$ cat src/hw/vfdPkg.sv
// ============================
// VFD scan controller package
// Display geometry, slot timing marks,
// GCP pulse table and shared types
// ============================

package vfdPkg;

	// ============================
	// Shared types
	// ============================
	typedef logic [11:0] gramAddrT; // Graphic RAM byte address
	typedef logic [7:0]  gramByteT; // Two gray pixels, 00uuulll
	typedef logic [2:0]  grayT;     // One pixel, 8 levels
	typedef logic [5:0]  gridT;     // Grid number 1..52
	typedef logic [8:0]  bitIdxT;   // Serial bit within a slot
	typedef logic [9:0]  slotCntT;  // Cycle within a slot

	// Display geometry
	localparam int GridCount = 52;
	localparam int RowCount  = 39;
	localparam int RowBytes  = 77;
	localparam int GramBytes = RowCount * RowBytes; // 3003
	localparam int PixelBits = RowCount * 6;        // 234 pixel bits
	localparam int SlotBits  = 288;                 // Pixels then 54 grid bits

	// Slot timing in CLK cycles
	localparam int SlotCycles = 1024;
	localparam int BlkEnd     = 5;  // blk high 0..4
	localparam int LatStart   = 1;  // lat high 1..3
	localparam int LatEnd     = 4;
	localparam int ShiftStart = 124;
	localparam int ShiftEnd   = ShiftStart + 2 * SlotBits; // Two cycles per bit

	// Gradient control pulse table, in bit times
	localparam int GcpWidth = 3;
	localparam int GcpCount = 6;
	localparam int GcpStarts [GcpCount] = '{72, 144, 192, 216, 240, 256};

	// Slot phases
	typedef enum logic [2:0] {
		SeqBlank,  // blk only
		SeqLatch,  // blk and lat
		SeqSettle, // Grid driver settling
		SeqShift,  // 288 bits out
		SeqRest    // Idle to slot end
	} seqStateT;

endpackage

$ cat src/hw/triSerializer.sv
// ============================
// Tri-line serializer
// Pixel fetch, A F B E C D order with
// half masking, then grid select bits
// ============================
`timescale 1ns/1ps

module triSerializer (
	input  logic             CLK,
	input  logic             arstN,
	input  logic             shiftEn,
	input  vfdPkg::bitIdxT   bitIdx,
	input  logic             bitPhase,
	input  vfdPkg::gridT     grid,
	output logic             rdEn,
	output vfdPkg::gramAddrT rdAddr,
	input  vfdPkg::gramByteT rdData,
	output logic [2:0]       serOut,
	output logic             sck
);
	import vfdPkg::*;

	bitIdxT     nextIdx;  // Bit whose byte is fetched next
	logic       issue;    // Fetch slot
	logic       nextPix;
	logic       nextGrid;
	logic       nextHi;   // Upper pixel of the byte
	logic [1:0] byteOff;
	logic [2:0] pixSel;   // Position in A F B E C D
	gramAddrT   rowBase;  // 77 per row, no multiplier
	gramAddrT   colBase;
	gridT       pairIdx;  // Grids 1,2 share a column, so do 3,4
	bitIdxT     gridPos;
	grayT       hiPix;
	grayT       loPix;
	logic       pendPix;  // Info for the read in flight
	logic       pendHi;
	logic       pendKeep;
	logic       pendGrid;

	// Idle prefetches bit 0, shifting fetches bit b+1 during phase 1 of bit b
	assign nextIdx = shiftEn ? bitIdx + bitIdxT'(bitPhase) : '0;
	assign issue   = !shiftEn || bitPhase;
	assign nextPix = nextIdx < bitIdxT'(PixelBits);

	always_comb begin
		case (pixSel)
			3'd0:    {byteOff, nextHi} = {2'd0, 1'b1}; // A
			3'd1:    {byteOff, nextHi} = {2'd2, 1'b0}; // F
			3'd2:    {byteOff, nextHi} = {2'd0, 1'b0}; // B
			3'd3:    {byteOff, nextHi} = {2'd2, 1'b1}; // E
			3'd4:    {byteOff, nextHi} = {2'd1, 1'b1}; // C
			default: {byteOff, nextHi} = {2'd1, 1'b0}; // D
		endcase
	end

	assign pairIdx = (grid - gridT'(1)) >> 1;
	assign colBase = gramAddrT'({pairIdx, 1'b0}) + gramAddrT'(pairIdx); // x3
	assign rdAddr  = rowBase + colBase + gramAddrT'(byteOff);
	assign rdEn    = issue && nextPix; // No reads in the grid section

	// Grid section: lines high at grid-1 and grid
	assign gridPos  = nextIdx - bitIdxT'(PixelBits);
	assign nextGrid = !nextPix && ((gridPos == bitIdxT'(grid) - bitIdxT'(1)) ||
		(gridPos == bitIdxT'(grid)));

	// Row and pixel counters track nextIdx
	always_ff @(posedge CLK or negedge arstN) begin
		if (!arstN) begin
			pixSel  <= '0;
			rowBase <= '0;
		end else if (!shiftEn || (bitPhase && bitIdx == bitIdxT'(SlotBits - 1))) begin
			pixSel  <= '0;
			rowBase <= '0;
		end else if (!bitPhase) begin
			if (pixSel == 3'd5) begin
				pixSel  <= '0;
				rowBase <= rowBase + gramAddrT'(RowBytes); // Next row
			end else begin
				pixSel <= pixSel + 3'd1;
			end
		end
	end

	always_ff @(posedge CLK or negedge arstN) begin
		if (!arstN) begin
			pendPix  <= 1'b0;
			pendHi   <= 1'b0;
			pendKeep <= 1'b0;
			pendGrid <= 1'b0;
		end else if (issue) begin
			pendPix  <= nextPix;
			pendHi   <= nextHi;
			pendKeep <= pixSel[0] ^ grid[0]; // ABC on odd grids, DEF on even
			pendGrid <= nextGrid;
		end
	end

	assign hiPix = rdData[5:3];
	assign loPix = rdData[2:0];

	always_comb begin
		if (!shiftEn)
			serOut = 3'b000;
		else if (pendPix)
			serOut = pendKeep ? (pendHi ? hiPix : loPix) : 3'b000;
		else
			serOut = {3{pendGrid}};
	end

	assign sck = shiftEn && bitPhase; // Rises mid-bit

endmodule

$ cat config.mk
export PLATFORM = sky130hd
export DESIGN_NAME = triSerializer
export DESIGN_NICKNAME = d
export VERILOG_FILES = /design/src/hw/vfdPkg.sv /design/src/hw/triSerializer.sv
export SDC_FILE = /design/constraint.sdc
export NUM_CORES = 1
export LEC_CHECK = 0
export BUFFER_PORTS_ARGS = -buffer_cell sky130_fd_sc_hd__buf_2
export CAP_MARGIN = 25
export CORE_ASPECT_RATIO = 1.4
export CORE_MARGIN = 4
export CORE_UTILIZATION = 43
export DETAILED_ROUTE_END_ITERATION = 6
export PLACE_DENSITY_LB_ADDON = 0.2
export SLEW_MARGIN = 15
export SYNTH_ARGS = -nofsm -noshare
export SYNTH_HDL_FRONTEND = slang
export SYNTH_SLANG_ARGS = --single-unit
$ cat constraint.sdc
create_clock -name CLK -period 6.9 [get_ports CLK]
set_clock_uncertainty 0.15 [all_clocks]
set_input_delay 0.69 -clock CLK [delete_from_list [all_inputs] [get_ports CLK]]
set_output_delay 0.69 -clock CLK [all_outputs]
set_load 0.03 [all_outputs]
# Yosys cells after proc, flatten, opt, wreduce, memory -nomap -nowiden
# Cells that the tools add are included.
# word_totals
register_bits	19
inputBits	27
out_inout_bits	17
word_cells	54
# classes
addsub	9
n_lt_le_gt_ge	1
eq_ne	9
mux	13
bitwise_logic	1
reduce_logical	15
# ops
cell	count
$mux 12	3
$mux 3	7
$add 12x2->12	1
$add 12x7->12	1
$add 12x7->12 const B	1
$add 9x1->9	1
$eq 9x6->1	1
$eq 9x9->1	1
$eq 9x9->1 const B	1
$lt 9x8->1 const B	1
$mux 9	1
$sub 9x8->9 const B	1
$add 6x5->7	1
$sub 6x1->7 const B	1
$eq 3x2->1 const B	2
$eq 3x3->1 const B	2
$sub 6x1->6 const B	1
$logic_and 1x1->1	4
$pmux 2 s2	1
$reduce_or 2->1	2
$add 3x1->3 const B	1
$eq 3x1->1 const B	1
$logic_not 3->1	1
$logic_or 1x1->1	3
7 further kinds	8

# Depth between registers and ports, before layout
# depth
word_depth	6
ltp_mapped	14
ltp_nobuf	14

# Worst setup path after synthesis
# No wires, ideal clock.
# synth_path
kind	input -> output
from	in grid[0]
to	out rdAddr[10]
t_arrival_ns	3.691
setup_slack_ns	2.369
cell_stages	14
n_path_buf	0
cell_sequence	inv_1 > ha_1 > nor3b_1 > xor2_1 > inv_1 > fa_1 > inv_1 > ha_1 > o21ai_0 > a21boi_0 > o21ai_0 > a21oi_1 > o2111ai_1 > xnor2_1
# synth_between
elab_chain_len	4
# synth_lines
element	line_no	rtl
start: declaration	triSerializer.sv:14	input vfdPkg::gridT grid,
$sub 6x1->6	triSerializer.sv:57	assign pairIdx = (grid - gridT'(1)) >> 1;
$add 6x5->7	triSerializer.sv:58	assign colBase = gramAddrT'({pairIdx, 1'b0}) + gramAddrT'(pairIdx);
$add 12x7->12	triSerializer.sv:59	assign rdAddr = rowBase + colBase + gramAddrT'(byteOff);
$add 12x2->12	triSerializer.sv:59	
end: declaration	triSerializer.sv:16	output vfdPkg::gramAddrT rdAddr,
# No other way between the ends.

# Worst setup path in the final report
# Same ends and word-level chain as after synthesis.

==> key figures <==
Run status
  – Status: finished, final reports clean

Worst setup path
  – Critical path class: input port to output port
  – CP peak stage delay: 0.48 ns
  – Worst Path Arrival: 4.10 ns
  – Required time of the critical path: 6.06 ns
  – Critical-path top delay cell: fa_1
  – Cell Chain, Critical Path: buf_2, inv_1, ha_1, nor3b_1, xor2_1, inv_1, fa_1, inv_1, ha_1, o21ai_0, a21boi_0, o21ai_0, a21oi_1, o2111ai_1, xnor2_1, buf_2
  – Crit path capture type: output port
  – Most used cell, CP: inv_1
  – Worst Path Max Fanout: 5
  – CP startpoint kind: input port

Synth
  – Synth cell count leaders: nor2_1, inv_1, xnor2_1
  – Post-synth EDFFs: 0
  – Syn_nets: 316
  – Most common cell in the netlist: nor2_1
  – Top_reg_cell synth: dfrtp_1
  – Synthesized flop and latch total: 19
  – Ys async rst share: 100.0%
  – Seq/Total Area, Yosys: 22.03%
  – Syn Inst Count: 270
  – Netlist cell types: 48
  – Ranking of synthesized cells by area: dfrtp_1, xnor2_1, ha_1, xor2_1, fa_1
  – Area leader, netlist: dfrtp_1
  – Syn avg cell area: 7.994 um2
  – Mapped Area: 2158 um2
  – Area fraction of the dominant cell type after synthesis: 22.03%
  – Syn. warnings: 0

Die
  – Die Ht: 91.83 um
  – Die area: 6233 um2
  – Core Area: 4842 um2
  – Initial Utilization: 44.57%
  – Floorplan row count: 30
  – Top Ports: 44
  – Die W: 67.88 um

Cells and area
  – Area Growth Syn to Fin: 13.68%
  – Fillers: 506
  – Share of post-route cells with drive strength above 1: 16.99%
  – Nets: 353
  – Final design utilization: 50.67%
  – Ant. Diodes: 0

Timing
  – Actual slew at the worst max-slew pin: 0.8197 ns
  – Setup TNS Final: 0 ns
  – RSZ-0062 raised after global routing: no
  – Slew Limit Headroom: 45.35%
  – Pins over their slew limit: 0
  – Fmax: 202.4 MHz
  – Hold Worst Slack: 0.2171 ns
  – Final Cycle Share: 71.59%
  – Count of final hold-check violations: 0
  – Crit path time final: 4.940 ns
  – Setup violations, final: 0

Place
  – GP Congestion: 0.7691
  – Post-DP HPWL: 3802 um
  – Port bufs: 41

Route
  – Via density: 5.211
  – DRC Markers: 0
  – DR WL/cell: 12.56 um
  – DRT Pass-1 Iters: 4
  – Routed via count: 1928
  – Antenna viol nets, final: 0
  – Initial drt markers: 39
  – Final wirelength: 4647 um

GRT
  – Vias in the first global route: 1869
  – Gr ovfl total: 0
  – Largest net degree at the start of global routing: 20
  – Gr usage total: 16.41%
  – First-pass GRT wire length: 8059 um
  – Initial antenna violation count: 0

Flow run
  – MaxCap Viol Count: 0

Pwr
  – Peak VDD IR: 0.00007178 V
  – Static Leak: 0.001162 uW
  – Pwr dens: 174.8 nW/um2
  – Final Total Pwr: 428.9 uW

Clocking
  – Number of hold buffers added after cts: 0
  – Clk sinks: 19
  – TritonCTS clock tree: done
  – CTS max path bufs: 2
  – Clock root buffer: clkbuf_8
  – Post-CTS Resized: 0
  – Worst-path clk slew: 0.07 ns
  – TritonCTS Buffers: 3
  – Worst-Skew Late Latency: 0.25 ns
  – Postcts setup bufs: 0
  – H-tree depth: 1

Min path
  – Min-delay worst type: input port to async pin
-- worst paths after layout --
| kind | start | end | slack (ns) | cells past startpoint |
|---|---|---|---|---|
| worst max-delay path | grid[0] | rdAddr[10] | 1.96 | 16 |
| worst min-delay path | arstN | rowBase[7] | 0.22 | 1 |
| worst max register to register | pixSel[0] | rowBase[10] | 4.91 | 7 |
| worst min register to register | pendGrid | pendGrid | 0.36 | 2 |
| max in group asynchronous | arstN | pendHi | 6.08 | 1 |
| min in group CLK | pendGrid | pendGrid | 0.36 | 2 |
-- flip-flops by register name, indices dropped and copies added, names as in the netlist --
name	count
pendGrid	1
pendKeep	1
rowBase	12
pendHi	1
pendPix	1
pixSel	3
-- critical path, delay by kind of cell --
family	cells	cell delay [ns]
AO/OA/AOI/OAI	5	1.00
XOR/XNOR	2	0.49
adder cells (fa/ha/maj)	3	1.05
buffers and inverters	5	0.60
AND/OR/NAND/NOR	1	0.25
-- report_power, final --
part	internal [uW]	leakage [uW]	switching (uW)	total, uW
sequential	118	0.000251	9.57	127
clock	41.1	0.0000228	37.8	78.9
combinational	84.9	0.000888	138	223
total	244	0.00116	185	429
-- metal layers --
layer	share of wire [%]	vias up	global-route usage (%)
met1	40	911	18.02
met2	56	26	32.01
met4	1.2	0	4.478
met3	2.2	4	1.225
met5	0	-	0
li1	-	987	-
-- cells by family after synthesis --
family | after synthesis | share of synthesized area [%]
multiplexers | 8 | 3.884
AO/OA/AOI/OAI | 53 | 15.88
AND/OR/NAND/NOR | 95 | 21.91
XOR/XNOR | 40 | 16.87
flip-flops | 19 | 22.03
buffers and inverters | 36 | 6.319
adder cells (fa/ha/maj) | 19 | 13.10
-- cell usage in the layout (no fill, tap or decap), types with 2 or more instances in the layout --
cell type / n
buf_2: 41
nor2_1: 30
inv_1: 27
xnor2_1: 24
nand2_1: 22
dfrtp_1: 19
xor2_1: 15
a21oi_1: 15
o21ai_0: 15
ha_1: 13
nor3_1: 8
nand3_1: 8
fa_1: 6
mux2i_1: 5
and3_1: 4
nand2b_1: 4
nor3b_1: 3
a21o_1: 3
nor2b_1: 3
mux2_2: 3
a31oi_1: 3
clkbuf_8: 3
and2_1: 2
nand4_1: 2
a211oi_1: 2
or3_1: 2
o31ai_1: 2
-- per-stage QoR --
step | instance area, um2 | setup slack (ns) | cells
final | 2454 | 1.960 | 370
after global routing | 2454 | 1.515 | 370
after CTS | 2454 | 1.907 | 370
after detailed placement | 2409 | 1.901 | 366
after global placement | 2409 | 1.975 | 366
after floorplan | 2158 | 2.369 | 270
-- area by class of cell --
class | instances | area, um2 | share of cell area (%)
multi-input cells | 215 | 1546 | 63.03
flip-flops and latches | 19 | 475.5 | 19.38
repair buffers | 41 | 205.2 | 8.363
inverters | 27 | 101.3 | 4.131
well taps | 64 | 80.08 | 3.264
clock buffers | 4 | 45.04 | 1.836
(Power assumes the default switching activity.)
