--- src/hw/vfdPkg.sv ---
// ============================
// VFD scan controller package
// Display geometry, slot timing marks,
// GCP pulse table and shared types
// ============================

package vfdPkg;

	// ============================
	// Shared types
	// ============================
	typedef logic [11:0] gramAddrT; // Graphic RAM byte address
	typedef logic [7:0]  gramByteT; // Two gray pixels, 00uuulll
	typedef logic [2:0]  grayT;     // One pixel, 8 levels
	typedef logic [5:0]  gridT;     // Grid number 1..52
	typedef logic [8:0]  bitIdxT;   // Serial bit within a slot
	typedef logic [9:0]  slotCntT;  // Cycle within a slot

	// Display geometry
	localparam int GridCount = 52;
	localparam int RowCount  = 39;
	localparam int RowBytes  = 77;
	localparam int GramBytes = RowCount * RowBytes; // 3003
	localparam int PixelBits = RowCount * 6;        // 234 pixel bits
	localparam int SlotBits  = 288;                 // Pixels then 54 grid bits

	// Slot timing in CLK cycles
	localparam int SlotCycles = 1024;
	localparam int BlkEnd     = 5;  // blk high 0..4
	localparam int LatStart   = 1;  // lat high 1..3
	localparam int LatEnd     = 4;
	localparam int ShiftStart = 124;
	localparam int ShiftEnd   = ShiftStart + 2 * SlotBits; // Two cycles per bit

	// Gradient control pulse table, in bit times
	localparam int GcpWidth = 3;
	localparam int GcpCount = 6;
	localparam int GcpStarts [GcpCount] = '{72, 144, 192, 216, 240, 256};

	// Slot phases
	typedef enum logic [2:0] {
		SeqBlank,  // blk only
		SeqLatch,  // blk and lat
		SeqSettle, // Grid driver settling
		SeqShift,  // 288 bits out
		SeqRest    // Idle to slot end
	} seqStateT;

endpackage

--- src/hw/hostWritePort.sv ---
// ============================
// Host write port
// Four-phase req/ack slave, one RAM
// byte write per handshake
// ============================
`timescale 1ns/1ps

module hostWritePort (
	input  logic             CLK,
	input  logic             arstN,
	input  vfdPkg::gramAddrT hostAddr,
	input  vfdPkg::gramByteT hostData,
	input  logic             hostReq,
	output logic             hostAck,
	output logic             wrEn,
	output vfdPkg::gramAddrT wrAddr,
	output vfdPkg::gramByteT wrData
);
	import vfdPkg::*;

	logic start; // New request seen, ack still low

	assign start = hostReq && !hostAck;

	always_ff @(posedge CLK or negedge arstN) begin
		if (!arstN) begin
			hostAck <= 1'b0;
			wrEn    <= 1'b0;
		end else begin
			wrEn <= start; // Single cycle strobe
			if (start)
				hostAck <= 1'b1;
			else if (!hostReq && hostAck)
				hostAck <= 1'b0; // Return to idle
		end
	end

	// Capture address and byte with the request
	always_ff @(posedge CLK) begin
		if (start) begin
			wrAddr <= hostAddr;
			wrData <= hostData;
		end
	end

	// Host opens a new request only once ack is back low
	aReqIdle: assert property (@(posedge CLK) disable iff (!arstN)
		$rose(hostReq) |-> !hostAck);

endmodule

--- config.mk ---
export PLATFORM = sky130hd
export DESIGN_NAME = hostWritePort
export DESIGN_NICKNAME = d
export VERILOG_FILES = /design/src/hw/vfdPkg.sv /design/src/hw/hostWritePort.sv
export SDC_FILE = /design/constraint.sdc
export NUM_CORES = 1
export LEC_CHECK = 0
export BUFFER_PORTS_ARGS = -buffer_cell sky130_fd_sc_hd__buf_2
export CORE_MARGIN = 2
export CORE_UTILIZATION = 42
export CTS_BUF_LIST = sky130_fd_sc_hd__clkbuf_8
export DETAILED_ROUTE_END_ITERATION = 6
export GPL_TIMING_DRIVEN = 1
export PLACE_DENSITY = 0.78
export SYNTH_ARGS = -nofsm -noshare
export SYNTH_HDL_FRONTEND = slang
export SYNTH_SLANG_ARGS = --single-unit
--- constraint.sdc ---
create_clock -name CLK -period 1.85 [get_ports CLK]
set_input_delay 0 -clock CLK [delete_from_list [all_inputs] [get_ports CLK]]
set_output_delay 0 -clock CLK [all_outputs]
set_load 0.02 [all_outputs]
Word-level counts from Yosys, hierarchy flattened
Cells that the tools add are included.
Storage, ports and cells
  register bits: 22
  input bits: 23
  logic and storage cells: 11
Cells by class
  multiplexer cells: 2
  reduce and logical (&&, ||, !) cells: 5
Operator list (number)
  $logic_and 1x1->1: 2
  $logic_not 1->1: 2
  $mux 1: 2
  $reduce_bool 2->1: 1

Depth between registers and ports, before layout
  depth after elaboration: 4
  mapped depth: 3

Least setup slack after synthesis
Ideal clock, no wire load.
  path kind: reg2reg
  start: reg hostAck
  end: reg wrAddr[0], enable pin
  library setup time: 380 ps
  arrival time: 1115 ps
  required time: 1470 ps
  setup slack: 355 ps
  cell stages (with the launch flop): 3
  buffers on the path: 0
  cell sequence: dfrtp_1 inv_1 ha_1
On the way
  word-level cells in the longest chain between the ends: 2
RTL lines
  from (decl): line hostWritePort.sv:14  | output logic hostAck,
  from (signal assigned): line hostWritePort.sv:27  | hostAck <= 1'b0;
  from (signal assigned): line hostWritePort.sv:32  | hostAck <= 1'b1;
  from (signal assigned): line hostWritePort.sv:34  | hostAck <= 1'b0;
  $logic_not 1->1: line hostWritePort.sv:23  | assign start = hostReq && !hostAck;
  $logic_and 1x1->1: line hostWritePort.sv:23
  named net start: line hostWritePort.sv:21  | logic start;
  to (signal assigned): line hostWritePort.sv:41  | wrAddr <= hostAddr;
  to (decl): line hostWritePort.sv:16  | output vfdPkg::gramAddrT wrAddr,
The timed path passes the listed nets, and every way through them passes these cells.
A chain may end at the register's enable or synchronous reset.

Final worst setup path
  start: reg hostAck
  end: reg wrData[6], enable pin
On the way
  word-level cells in the longest chain between the ends: 2
RTL lines
  $logic_not 1->1: line hostWritePort.sv:23
  $logic_and 1x1->1: line hostWritePort.sv:23
  named net start: line hostWritePort.sv:21
  to (signal assigned): line hostWritePort.sv:42  | wrData <= hostData;
  to (decl): line hostWritePort.sv:17  | output vfdPkg::gramByteT wrData
The timed path passes the listed nets, and every way through them passes these cells.

==> flow_summary.html <==
<table>
<tr><th>Metric</th><th>Value</th></tr>
<tr><th colspan="2">Run status</th></tr>
<tr><td>Outcome</td><td>finished, final reports clean</td></tr>
<tr><th colspan="2">Setup path</th></tr>
<tr><td>Critical path type</td><td>reg2reg</td></tr>
<tr><td>Worst setup SP type</td><td>flop</td></tr>
<tr><td>Largest fanout of any net on the critical path</td><td>15</td></tr>
<tr><td>Endpoint arrival time on the critical path</td><td>1.32 ns</td></tr>
<tr><td>Nature of the critical path endpoint</td><td>flop</td></tr>
<tr><td>Required time of the worst setup path</td><td>1.79 ns</td></tr>
<tr><th colspan="2">Finish</th></tr>
<tr><td>Final core occ</td><td>78.7%</td></tr>
<tr><td>ANT cells</td><td>0</td></tr>
<tr><td>Fin area</td><td>0.00118 sq mm</td></tr>
<tr><td>Fillers</td><td>87</td></tr>
<tr><td>Share of post-route cells with drive strength above 1</td><td>51.6%</td></tr>
<tr><td>Sequential cell area in the final layout</td><td>651 sq um</td></tr>
<tr><td>Net count reported at finish</td><td>120</td></tr>
<tr><td>Synth-to-layout area growth</td><td>73.8%</td></tr>
<tr><td>Area of combinational cells with multiple inputs</td><td>27.5 sq um</td></tr>
<tr><th colspan="2">Clocking</th></tr>
<tr><td>Quantity of gates resized following cts</td><td>0</td></tr>
<tr><td>Clock buffers created by TritonCTS</td><td>3</td></tr>
<tr><td>Maximum buffer depth of the clock tree</td><td>2</td></tr>
<tr><td>Clock slew at reported path FFs</td><td>0.06 ns</td></tr>
<tr><td>Count of H-tree levels built during CTS</td><td>1</td></tr>
<tr><td>CTS root buf</td><td>sky130_fd_sc_hd__clkbuf_8</td></tr>
<tr><td>TritonCTS clock tree</td><td>done</td></tr>
<tr><td>Clock latency of the later-clocked register in the worst-skew pair</td><td>0.25 ns</td></tr>
<tr><td>Clock sinks</td><td>22</td></tr>
<tr><th colspan="2">Worst hold path</th></tr>
<tr><td>Path category of the worst min-delay check</td><td>in2async</td></tr>
<tr><th colspan="2">Timing</th></tr>
<tr><td>Slew at the pin closest to its max-slew limit</td><td>0.318 ns</td></tr>
<tr><td>Final Hold Vio Count</td><td>0</td></tr>
<tr><td>Clock tree skew after final layout</td><td>0.00303 ns</td></tr>
<tr><td>Pins over their slew limit</td><td>0</td></tr>
<tr><td>Final total negative setup slack</td><td>0 ns</td></tr>
<tr><td>Slew headroom</td><td>78.8%</td></tr>
<tr><td>RSZ-0062 raised after global routing</td><td>false</td></tr>
<tr><td>Hold Worst Slack</td><td>0.0644 ns</td></tr>
<tr><td>Fmax</td><td>725 MHz</td></tr>
<tr><td>Final count of negative-setup-slack endpoints</td><td>0</td></tr>
<tr><td>Min Clock Period, post-route</td><td>1.38 ns</td></tr>
<tr><td>Share of the cycle needed by the critical path after routing</td><td>74.5%</td></tr>
<tr><th colspan="2">Logic synthesis</th></tr>
<tr><td>Leading post-synthesis cells by cell area</td><td>sky130_fd_sc_hd__edfxtp_1 (88%), sky130_fd_sc_hd__dfrtp_1 (7.3%), sky130_fd_sc_hd__mux2_4 (2.2%)</td></tr>
<tr><td>Synthesized netlist cell count</td><td>25</td></tr>
<tr><td>Post-Synthesis Mean Instance Area</td><td>27.3 sq um</td></tr>
<tr><td>Warnings from Yosys</td><td>0</td></tr>
<tr><td>Post-synth design cell area</td><td>682 sq um</td></tr>
<tr><td>Async set-reset flop share out of synthesis</td><td>9.09%</td></tr>
<tr><td>Biggest area consumer among synthesized cells</td><td>sky130_fd_sc_hd__edfxtp_1</td></tr>
<tr><td>Cell with the most instances after synthesis</td><td>sky130_fd_sc_hd__edfxtp_1</td></tr>
<tr><td>Number of flops mapped to enable cells by yosys</td><td>20</td></tr>
<tr><td>Prevailing post-synth register cell</td><td>sky130_fd_sc_hd__edfxtp_1</td></tr>
<tr><td>Number of distinct standard cells referenced by the synthesized netlist</td><td>5</td></tr>
<tr><td>Cell types with the highest counts after synthesis</td><td>sky130_fd_sc_hd__edfxtp_1 (20), sky130_fd_sc_hd__dfrtp_1 (2), sky130_fd_sc_hd__ha_1 (1), sky130_fd_sc_hd__inv_1 (1), sky130_fd_sc_hd__mux2_4 (1)</td></tr>
<tr><td>Sequential area share after synthesis</td><td>95.4%</td></tr>
<tr><td>Flops &amp; latches, synth</td><td>22</td></tr>
<tr><td>Top-area cell type share of the netlist area</td><td>88.1%</td></tr>
<tr><td>Synthesized Nets</td><td>49</td></tr>
<tr><th colspan="2">Pwr</th></tr>
<tr><td>Share of total power consumed by net switching</td><td>27.1%</td></tr>
<tr><td>Internal</td><td>0.936 mW</td></tr>
<tr><td>Power dissipated by switching net loads</td><td>0.348 mW</td></tr>
<tr><td>Part of the total power dissipated in the clock network</td><td>21.2%</td></tr>
<tr><td>Portion of total power attributed to combinational logic</td><td>26.1%</td></tr>
<tr><td>Total power</td><td>1.28 mW</td></tr>
<tr><td>Peak supply drop</td><td>0.668 mV</td></tr>
<tr><td>Sequential fraction of design power</td><td>52.7%</td></tr>
<tr><td>P_leak</td><td>0.528 nW</td></tr>
<tr><td>Pwr/cell area</td><td>1080 mW/mm^2</td></tr>
<tr><th colspan="2">Floorplanning</th></tr>
<tr><td>Initial Utilization</td><td>45.3%</td></tr>
<tr><td>Die W</td><td>44.3 microns</td></tr>
<tr><td>Cell Rows</td><td>14</td></tr>
<tr><td>Std-Cell Core Area</td><td>0.00151 sq mm</td></tr>
<tr><td>Area enclosed by the die boundary</td><td>0.00196 sq mm</td></tr>
<tr><td>Die outline height</td><td>44.3 microns</td></tr>
<tr><td>Ports</td><td>45</td></tr>
<tr><th colspan="2">Route</th></tr>
<tr><td>Detailed-router iteration count before antenna repair</td><td>2</td></tr>
<tr><td>Routed via count</td><td>475</td></tr>
<tr><td>DRC viols</td><td>0</td></tr>
<tr><td>Average wire per standard cell</td><td>11.5 microns</td></tr>
<tr><td>Residual antenna-violating net count after detailed routing</td><td>0</td></tr>
<tr><td>Number of vias per cell</td><td>4.28</td></tr>
<tr><td>Routed Wire Length</td><td>1.27 mm</td></tr>
<tr><td>Initial detailed-routing violation count</td><td>3</td></tr>
<tr><th colspan="2">Placement</th></tr>
<tr><td>Final weighted congestion of routability-driven global placement</td><td>0.627</td></tr>
<tr><td>Half-perimeter wire length after placement</td><td>830 microns</td></tr>
<tr><td>Total cell area at the placement stage</td><td>930 sq um</td></tr>
<tr><td>Number of port buffers</td><td>44</td></tr>
<tr><th colspan="2">Job</th></tr>
<tr><td>Max-capacitance violation count</td><td>0</td></tr>
<tr><th colspan="2">GRT</th></tr>
<tr><td>Maximum number of pins on one net before global-route repair</td><td>16</td></tr>
<tr><td>Vias in the first global route</td><td>458</td></tr>
<tr><td>First-pass GRT wire length</td><td>1.95 mm</td></tr>
<tr><td>Overall Global Routing Usage</td><td>14.6%</td></tr>
<tr><td>Number of antenna violations at the first check in global routing</td><td>0</td></tr>
<tr><td>Overflow after GRT</td><td>0</td></tr>
</table>
==> cell type report <==
cell class / instances / area share (%)
Tap cell: 16 / 1.69
Inverter: 1 / 0.317
Sequential cell: 22 / 54.9
Multi-Input combinational cell: 2 / 2.32
Clock buffer: 3 / 3.48
Clock inverter: 1 / 0.317
Timing Repair Buffer: 66 / 37.0
==> cell usage in the layout (no fill, tap or decap) <==
| master | instances |
|---|---|
| sky130_fd_sc_hd__buf_2 | 44 |
| sky130_fd_sc_hd__dlygate4sd3_1 | 21 |
| sky130_fd_sc_hd__edfxtp_1 | 20 |
| sky130_fd_sc_hd__clkbuf_8 | 3 |
| sky130_fd_sc_hd__inv_1 | 2 |
| sky130_fd_sc_hd__dfrtp_1 | 2 |
| sky130_fd_sc_hd__mux2_4 | 1 |
| sky130_fd_sc_hd__ha_1 | 1 |
| sky130_fd_sc_hd__buf_4 | 1 |
==> sequential cells by signal (all words and copies together) (netlist names) <==
signal	flops
hostAck	1
wrAddr	12
wrData	8
wrEn	1
==> power groups by stage <==
stage	sequential, mW	clock, mW	combinational (mW)
floorplan	0.802	0	0.0718
global placement	0.686	0	0.300
detailed placement	0.686	0	0.307
CTS	0.678	0.282	0.339
global route	0.684	0.304	0.358
finish	0.676	0.272	0.335
==> stage by stage <==
stage	std cells	setup WS, ns
after global routing	111	0.383
after floorplan	25	0.355
after global placement	86	0.505
after detailed placement	86	0.467
final	111	0.471
after CTS	111	0.444
==> path summary, 6_finish.rpt <==
kind	from	endpoint	slack, ns	depth (start not counted)
worst max-delay path	hostAck	wrData[6]	0.47	3
min in group CLK	hostReq	hostAck	0.15	3
worst min register to register	hostAck	hostAck	0.54	1
worst max register to register	hostAck	wrData[6]	0.47	3
max in group asynchronous	arstN	wrEn	1.69	2
worst min-delay path	arstN	hostAck	0.06	2
==> per-layer routing <==
metal,wire length (microns),vias to the layer above,GRT usage (%)
met5,0,-,0
met4,0,0,5.45
met3,111,0,4.49
met2,717,27,27.6
met1,442,212,14.6
li1,-,236,-
==> worst max-delay path, stage by stage, from the launching register on <==
cell                      delay (ns)
sky130_fd_sc_hd__dfrtp_1        0.39
sky130_fd_sc_hd__inv_1          0.06
sky130_fd_sc_hd__ha_1           0.33
sky130_fd_sc_hd__buf_4          0.29
==> timing repair <==
item                                   4_1_cts  5_1_grt
endpoints found under the hold margin       22        0
hold buffers                                21        0
buffers inserted                             0        0
==> kinds of logic after synthesis <==
group,count (synthesis),share of synthesized area (%)
mux,1,2.20
fa+ha+maj,1,1.83
buf+inv,1,0.550
flops,22,95.4
Power figures use the tool's default switching activity.
