File: src/hw/vfdPkg.sv
// ============================
// VFD scan controller package
// Display geometry, slot timing marks,
// GCP pulse table and shared types
// ============================

package vfdPkg;

	// ============================
	// Shared types
	// ============================
	typedef logic [11:0] gramAddrT; // Graphic RAM byte address
	typedef logic [7:0]  gramByteT; // Two gray pixels, 00uuulll
	typedef logic [2:0]  grayT;     // One pixel, 8 levels
	typedef logic [5:0]  gridT;     // Grid number 1..52
	typedef logic [8:0]  bitIdxT;   // Serial bit within a slot
	typedef logic [9:0]  slotCntT;  // Cycle within a slot

	// Display geometry
	localparam int GridCount = 52;
	localparam int RowCount  = 39;
	localparam int RowBytes  = 77;
	localparam int GramBytes = RowCount * RowBytes; // 3003
	localparam int PixelBits = RowCount * 6;        // 234 pixel bits
	localparam int SlotBits  = 288;                 // Pixels then 54 grid bits

	// Slot timing in CLK cycles
	localparam int SlotCycles = 1024;
	localparam int BlkEnd     = 5;  // blk high 0..4
	localparam int LatStart   = 1;  // lat high 1..3
	localparam int LatEnd     = 4;
	localparam int ShiftStart = 124;
	localparam int ShiftEnd   = ShiftStart + 2 * SlotBits; // Two cycles per bit

	// Gradient control pulse table, in bit times
	localparam int GcpWidth = 3;
	localparam int GcpCount = 6;
	localparam int GcpStarts [GcpCount] = '{72, 144, 192, 216, 240, 256};

	// Slot phases
	typedef enum logic [2:0] {
		SeqBlank,  // blk only
		SeqLatch,  // blk and lat
		SeqSettle, // Grid driver settling
		SeqShift,  // 288 bits out
		SeqRest    // Idle to slot end
	} seqStateT;

endpackage

File: src/hw/gcpGenerator.sv
// ============================
// GCP generator
// Gradient control pulses at the table
// bit positions during shifting
// ============================
`timescale 1ns/1ps

module gcpGenerator (
	input  logic           CLK,
	input  logic           arstN,
	input  logic           shiftEn,
	input  vfdPkg::bitIdxT bitIdx,
	input  logic           bitPhase,
	output logic           gcp
);
	import vfdPkg::*;

	logic inPulse; // Current bit inside a pulse window

	always_comb begin
		inPulse = 1'b0;
		for (int k = 0; k < GcpCount; k++) begin
			if (bitIdx >= bitIdxT'(GcpStarts[k]) &&
				bitIdx < bitIdxT'(GcpStarts[k] + GcpWidth))
				inPulse = 1'b1;
		end
	end

	// Set in phase 0, so gcp is high on the phase 1 cycle of the same bit
	always_ff @(posedge CLK or negedge arstN) begin
		if (!arstN)
			gcp <= 1'b0;
		else
			gcp <= shiftEn && !bitPhase && inPulse;
	end

endmodule

File: config.mk
export PLATFORM = sky130hd
export DESIGN_NAME = gcpGenerator
export DESIGN_NICKNAME = d
export VERILOG_FILES = /design/src/hw/vfdPkg.sv /design/src/hw/gcpGenerator.sv
export SDC_FILE = /design/constraint.sdc
export NUM_CORES = 1
export LEC_CHECK = 0
export BUFFER_PORTS_ARGS = -buffer_cell sky130_fd_sc_hd__buf_2
export CELL_PAD_IN_SITES_DETAIL_PLACEMENT = 0
export CELL_PAD_IN_SITES_GLOBAL_PLACEMENT = 1
export CORE_AREA = 2 2 39 41
export CTS_BUF_LIST = sky130_fd_sc_hd__clkbuf_2
export DETAILED_ROUTE_END_ITERATION = 6
export DIE_AREA = 0 0 41 43
export PLACE_DENSITY = 0.52
export SYNTH_ARGS = -nofsm -noshare
export SYNTH_HDL_FRONTEND = slang
export SYNTH_SLANG_ARGS = --single-unit
File: constraint.sdc
create_clock -name CLK -period 1.1 [get_ports CLK]
set_input_delay 0.11 -clock CLK [delete_from_list [all_inputs] [get_ports CLK]]
set_output_delay 0.11 -clock CLK [all_outputs]
set_load 0.01 [all_outputs]
# Yosys cells after proc, flatten, opt, wreduce, memory -nomap -nowiden
# Cells that the tools add are included.
[op_classes] order_cmp=12 n_reduce_logical=9 mux=6
[ops] operator="9-bit by 8-bit greater-or-equal comparator with 1-bit output (second input constant)" count=4
[ops] operator="9-bit by 8-bit less-than comparator with 1-bit output (second input constant)" count=4
[ops] operator="9-bit by 7-bit greater-or-equal comparator with 1-bit output (second input constant)" count=1
[ops] operator="9-bit greater-or-equal comparator (second input constant)" count=1
[ops] operator="9-bit by 7-bit less-than comparator with 1-bit output (second input constant)" count=1
[ops] operator="9-bit less-than comparator (second input constant)" count=1
[ops] operator="1-bit logical AND" count=8
[ops] operator="1-bit 2-to-1 mux" count=6
[ops] operator="1-bit zero test" count=1
[totals] reg_bits=1 out_inout_bits=1 inputBits=13 elab_cells=28

# Longest topological paths before layout
# Gate-level depths: netlist of run 1.
[logic_depth] word_depth=9 ltp_mapped=4 ltp_nobuf=4

# Worst setup path after synthesis of run 1
# No wires, ideal clock.
[synth_path] path_kind="input port to flip-flop" startpoint="in shiftEn" endpoint="reg gcp" n_path_buf=0 cell_stages=4 setup_time_ps=111 required_ps=989 path_slack_ps=246 t_arrival_ps=742 cell_sequence="inv_1 > a2111oi_4 > nand3_2 > a2111oi_2"
[synth_between] elab_chain_cells=2
[synth_rtl] element="start, declared" line_no="gcpGenerator.sv:11" text="input logic shiftEn,"
[synth_rtl] element="1-bit logical AND (2 in series)" line_no="gcpGenerator.sv:34" text="gcp <= shiftEn && !bitPhase && inPulse;"
[synth_rtl] element="end signal, assigned" line_no="gcpGenerator.sv:34"
[synth_rtl] element="end, declared" line_no="gcpGenerator.sv:14" text="output logic gcp"
# No other way between the ends.

# Final worst setup path of run 1
[layout_path] startpoint="in bitIdx[5]" endpoint="reg gcp"
[layout_between] elab_chain_cells=9 elab_cells_between_ends=25 classes_between="12 x order compare; 6 x mux; 7 x reduce/logical"
[layout_rtl] element="start, declared" line_no="gcpGenerator.sv:12" text="input vfdPkg::bitIdxT bitIdx,"
[layout_rtl] element="9-bit by 7-bit greater-or-equal comparator with 1-bit output or 9-bit by 7-bit less-than comparator with 1-bit output (tied branches)" line_no="gcpGenerator.sv:23, gcpGenerator.sv:24"
[layout_rtl] element="1-bit logical AND" line_no="gcpGenerator.sv:23" text="if (bitIdx >= bitIdxT'(GcpStarts[k]) &&"
[layout_rtl] element="1-bit 2-to-1 mux (5 in series)" line_no="gcpGenerator.sv:23"
[layout_rtl] element="1-bit 2-to-1 mux (*)" line_no="gcpGenerator.sv:23"
[layout_rtl] element="1-bit logical AND (*)" line_no="gcpGenerator.sv:34"
# Mark *: on every way between the ends. The rest lies on a longest branch, timed or not.

==> results of run 1 <==
-- layout make-up --
class | instances | area [um2]
Inverter | 3 | 11.26
Tap cell | 16 | 20.02
Fill cell | 154 | 1147
Timing Repair Buffer | 14 | 75.07
Multi-Input combinational cell | 13 | 105.1
Sequential cell | 1 | 25.02
-- power by group through the flow --
stage | clock (mW) | combinational [mW] | sequential, mW
after floorplan | 0 | 0.0219 | 0.0381
after global placement | 0 | 0.0571 | 0.0379
after global routing | 0 | 0.0658 | 0.0379
after CTS | 0 | 0.0587 | 0.0379
after detailed placement | 0 | 0.0558 | 0.0379
final | 0 | 0.0582 | 0.0379
-- routing by layer --
metal,track usage,wire length (um),vias up
met4,0,0,0
met5,0,0,-
met3,0.02094,110,0
met1,0.09524,196,56
li1,-,-,87
met2,0.05000,83,14
-- cells by family after synthesis --
kind of cell	synth area share
AOI/OAI and AO/OA	0.4070
buffers and inverters	0.07964
muxes	0.07080
DFF	0.1770
and+or+nand+nor	0.2654
-- worst paths after layout --
check | to | slack [ns] | cells past startpoint
min in group asynchronous | gcp | 0.43 | 2
max in group asynchronous | gcp | 0.58 | 2
hold / removal | gcp | 0.34 | 2
setup / recovery | gcp | 0.10 | 5
-- stage by stage --
step	hold WS, ns	cells	total power [mW]	util	worst slack, ns
2_1_floorplan	-0.1856	17	0.06007	-	0.2465
3_3_place_gp	-0.1146	46	0.09503	0.1637	0.07662
3_5_place_dp	-0.1127	46	0.09363	0.1637	0.1017
4_1_cts	0.3429	47	0.09661	0.1709	0.1014
5_1_grt	0.3534	47	0.1037	0.1709	0.02306
6_report	0.3386	47	0.09611	0.1709	0.1041
-- cells in the final DEF (no fill, tap or decap), drive strengths merged, types with 2 or more instances in the layout --
master	netlist	layout
nor2	3	3
a2111oi	2	2
nand2b	2	2
o21ai	2	2
buf	0	13
inv	3	3
-- what timing repair did --
| item | 4_1_cts | 5_1_grt |
|---|---|---|
| setup endpoints to repair | 0 | 0 |
| buffers inserted | 0 | 0 |
| hold buffers | 1 | 0 |
| hold endpoints to repair | 1 | 0 |
==> summary.txt, run 1 <==
Logic synthesis
  • Synthesis-stage register bit count: 1
  • Synthesized Nets: 30
  • EDFF count, synth: 0
  • Synth top cells by count: 3 x inv_1, 3 x nor2_1, 2 x nand2b_1, 2 x o21ai_0
  • Ys Warns: 0
  • Largest cells by area after synthesis: a2111oi_4 19%, dfrtp_1 18%, a2111oi_2 11%
  • Synth Instances: 17
  • Sequential area share after synthesis: 0.1770
  • Top cell type's share of synthesized area: 0.1947
  • Post-Syn Area: 141.4 um2
  • Yosys top cell by area: a2111oi_4
  • Syn_area_per_cell: 8.317 um2
  • Ys flop type: dfrtp_1
  • Yosys cell types: 11
  • Async SR Flop Fraction: 1.000

Timing
  • Final TNS setup: 0 ns
  • Worst slew margin: 0.8301
  • Tcrit/Tclk final: 0.9053
  • Final setup violation count: 0
  • Final Hold Fails: 0
  • Highest Clock Rate: around 1000 MHz
  • Slew @ Worst Pin: 0.2548 ns
  • Fin crit period: 0.9959 ns
  • Max Slew Vio Count: 0
  • RSZ-0062 raised after global routing: no

Route
  • Drt wl/cell: 8.298 um
  • Drt pass-1 iters: 4
  • Final ANT Viol Nets: 0
  • Drt via density: 3.340
  • Vias: 157
  • Iteration-0 DRC Markers: 1
  • Residual DRC count: 0
  • Total wire length: about 400 um

Worst setup path
  • Crit-path cells: buf_2 > nand2b_1 > nand2_1 > o21ai_0 > a2111oi_2
  • Critical Path Slowest Stage Cell: a2111oi_2
  • Buf/Inv on CP: 1
  • CP delay by family, top: compound AO/OA/AOI/OAI gates
  • Critical path required time: 0.99 ns
  • CP arrival: around 0.9 ns
  • CP Class: in -> reg
  • Worst Setup End Kind: flip-flop
  • Critical Path Max Stage Delay: 0.35 ns
  • Critical Path Start Type: input pin
  • Worst Setup SP: bitIdx[5]
  • Crit Path Max Fanout: 3

Pwr
  • Psw: 0.02893 mW
  • Sw Share: 0.3010
  • Power density over the cells: 406.4 nW/um2
  • Peak supply drop: approximately 0.10 mV
  • Combinational power share: 0.606
  • Clk network pwr share: 0
  • Pleak: 0.1146 nW
  • Total internal power: 0.06718 mW
  • Reg power frac: 0.394

Floorplanning
  • Chip Height: 43 um
  • Die X: 41 um
  • Die area: 1763 um2
  • IO Pins: 14
  • Rows: 14
  • Core Region: 1384 um2
  • Initial Utilization: 0.1022

Placed design
  • Area after DPL: 226.5 um2
  • PortBufs: 13
  • Final Wtd Congestion: 0.6175
  • Detailed placement HPWL: 372.7 um

Clocking
  • Resize count post-CTS: 0
  • Clock Pin Slew Worst Setup and Hold Paths: 0 ns

GRT
  • Largest net degree at the start of global routing: 5
  • Initial antenna violation count: 0
  • Vias in the first global route: 154
  • Total gr overflow: 0
  • Total GRT Usage: 0.05000
  • Global-route wire length before repair: 648 um

Final layout
  • Top reg by flops: gcp
  • Layout area overhead: 67.26%
  • Layout cell share with drive strength beyond 1: 0.5161
  • Max reg flops: 1
  • Final instance area: 236.5 um2
  • # nets final: 46
  • Biggest registers after layout: gcp x1
  • Ant. Diodes: 0

Worst hold path
  • Hold Crit Start: bitIdx[7]
  • Hold Crit Class: in -> reg

Outcome
  • Outcome: finished, final reports clean

Flow run
  • Max-Cap Viols: 0
Power figures use the tool's default switching activity.
==> inputs of run 2 (changes only) <==
--- a/config.mk
+++ b/config.mk
@@ -8,10 +8,10 @@
 export BUFFER_PORTS_ARGS = -buffer_cell sky130_fd_sc_hd__buf_2
 export CELL_PAD_IN_SITES_DETAIL_PLACEMENT = 0
 export CELL_PAD_IN_SITES_GLOBAL_PLACEMENT = 1
-export CORE_AREA = 2 2 39 41
+export CORE_AREA = 8 8 45 47
 export CTS_BUF_LIST = sky130_fd_sc_hd__clkbuf_2
 export DETAILED_ROUTE_END_ITERATION = 6
-export DIE_AREA = 0 0 41 43
+export DIE_AREA = 0 0 53 55
 export PLACE_DENSITY = 0.52
 export SYNTH_ARGS = -nofsm -noshare
 export SYNTH_HDL_FRONTEND = slang
==> summary.txt, run 2 (synthesis gave the netlist of run 1 again) <==
Route
  • Drt via density: 3.574 (was 3.340)
  • Total wire length: 497 um (was 390 um)
  • Final ANT Viol Nets: 0 (unchanged)
  • Vias: 168 (was 157)
  • Drt pass-1 iters: 2 (was 4)
  • Iteration-0 DRC Markers: 1 (unchanged)
  • Drt wl/cell: 10.57 um (was 8.298 um)
  • Residual DRC count: 0 (unchanged)

Floorplanning
  • Core Region: 1384 um2 (unchanged)
  • Rows: 14 (unchanged)
  • Die X: 53 um (was 41 um)
  • IO Pins: 14 (unchanged)
  • Die area: 2915 um2 (was 1763 um2)
  • Chip Height: 55 um (was 43 um)
  • Initial Utilization: 0.1022 (unchanged)

Final layout
  • Post-layout util: 0.1799 (was 0.1709)
  • Layout cell share with drive strength beyond 1: 0.5161 (unchanged)
  • # nets final: 46 (unchanged)
  • Max reg flops: 1 (unchanged)
  • Top reg by flops: gcp (unchanged)
  • Commonest non-fill, non-tap cells in the layout: 13 x buf_2, 3 x inv_1, 3 x nor2_1 (was 13 x buf_2, 3 x inv_1, 3 x nor2_1, 2 x nand2b_1, 2 x o21ai_0)
  • Biggest registers after layout: gcp x1 (unchanged)
  • Final cell count without fillers: 47 (unchanged)
  • Layout area overhead: 76.11% (was 67.26%)
  • Most common cell after layout, fill and taps aside: buf_2 (unchanged)
  • Ant. Diodes: 0 (unchanged)

Timing
  • Highest Clock Rate: 1009 MHz (was 1004 MHz)
  • RSZ-0062 raised after global routing: no (unchanged)
  • Max Slew Vio Count: 0 (unchanged)
  • Slew @ Worst Pin: 0.3097 ns (was 0.2548 ns)
  • Final setup violation count: 0 (unchanged)
  • Worst slew margin: 0.7914 (was 0.8301)
  • Hold Slack: 0.3701 ns (was 0.3386 ns)
  • Fin crit period: 0.9913 ns (was 0.9959 ns)
  • Final Hold Fails: 0 (unchanged)
  • Tcrit/Tclk final: 0.9012 (was 0.9053)
  • Final TNS setup: 0 ns (unchanged)

Worst setup path
  • Worst Setup End Kind: flip-flop (unchanged)
  • Critical path required time: 0.99 ns (about the same)
  • Critical Path Start Type: input pin (unchanged)
  • Crit Path Max Fanout: 1 (was 3)
  • CP Class: in -> reg (unchanged)
  • CP arrival: 0.88 ns (about the same)

GRT
  • Largest net degree at the start of global routing: 5 (unchanged)
  • Global-route wire length before repair: 793 um (was 648 um)
  • Initial antenna violation count: 0 (unchanged)
  • Total gr overflow: 0 (unchanged)
  • Vias in the first global route: 167 (was 154)
  • Total GRT Usage: 0.03493 (was 0.05000)

Flow run
  • Max-Cap Viols: 0 (unchanged)

Placed design
  • Cells after DPL: 46 (unchanged)
  • Detailed placement HPWL: 469.2 um (was 372.7 um)
  • PortBufs: 13 (unchanged)
  • Final Wtd Congestion: 0.6698 (was 0.6175)

Worst hold path
  • Hold Crit Class: in -> reg (unchanged)

Clocking
  • Postcts setup bufs: 0 (unchanged)
  • Clock Pin Slew Worst Setup and Hold Paths: 0 ns (about the same)

Pwr
  • Peak supply drop: 0.1165 mV (was 0.1012 mV)
  • Power density over the cells: 402.2 nW/um2 (was 406.4 nW/um2)
  • Pleak: 0.1156 nW (was 0.1146 nW)

Outcome
  • Outcome: finished, final reports clean (unchanged)
[run 2: final timing paths]
check	start	cells after the start	to	slack [ns]
setup / recovery	bitIdx[0]	4	gcp	0.11
hold / removal	bitIdx[7]	2	gcp	0.37
max in group asynchronous	arstN	2	gcp	0.59
min in group asynchronous	arstN	2	gcp	0.43
[run 2: layer usage]
metal	part of all wire	up-vias	wire [um]	GRT usage
met5	0	-	0	0
met3	0.23	0	112	0.02941
li1	-	87	-	-
met4	0	0	0	0
met1	0.55	67	275	0.05455
met2	0.22	14	109	0.03320
[run 2: critical path: stages]
cell and delay, ns:
buf_2 0.11, a2111oi_4 0.35, nand3_2 0.12, a2111oi_4 0.19
[run 2: power breakdown]
part	switching (mW)	leakage (nW)	total (mW)	internal [mW]
combinational	0.0320	0.102	0.0623	0.0303
sequential	0.0000591	0.0139	0.0379	0.0378
clock	0	0	0	0
[run 2: area by class of cell]
class,instances,area [um2]
sequential,1,25.02
fill,159,1135
inverter,3,11.26
timing repair buffer,14,75.07
tap,16,20.02
multi-input combinational,13,117.6
[run 2: per-stage QoR]
stage | cell area [um2] | worst slack (ns) | power, mW
5_1_grt | 249.0 | 0.002044 | 0.1076
2_1_floorplan | 141.4 | 0.2465 | 0.06007
4_1_cts | 236.5 | 0.09447 | 0.09675
3_5_place_dp | 226.5 | 0.09481 | 0.09396
6_report | 249.0 | 0.1087 | 0.1001
3_3_place_gp | 226.5 | 0.09896 | 0.09513
[run 2: repair_timing]
item	CTS	global route
hold buffers	1	0
hold endpoints to repair	1	0
setup endpoints to repair	0	1
resized for setup	0	1
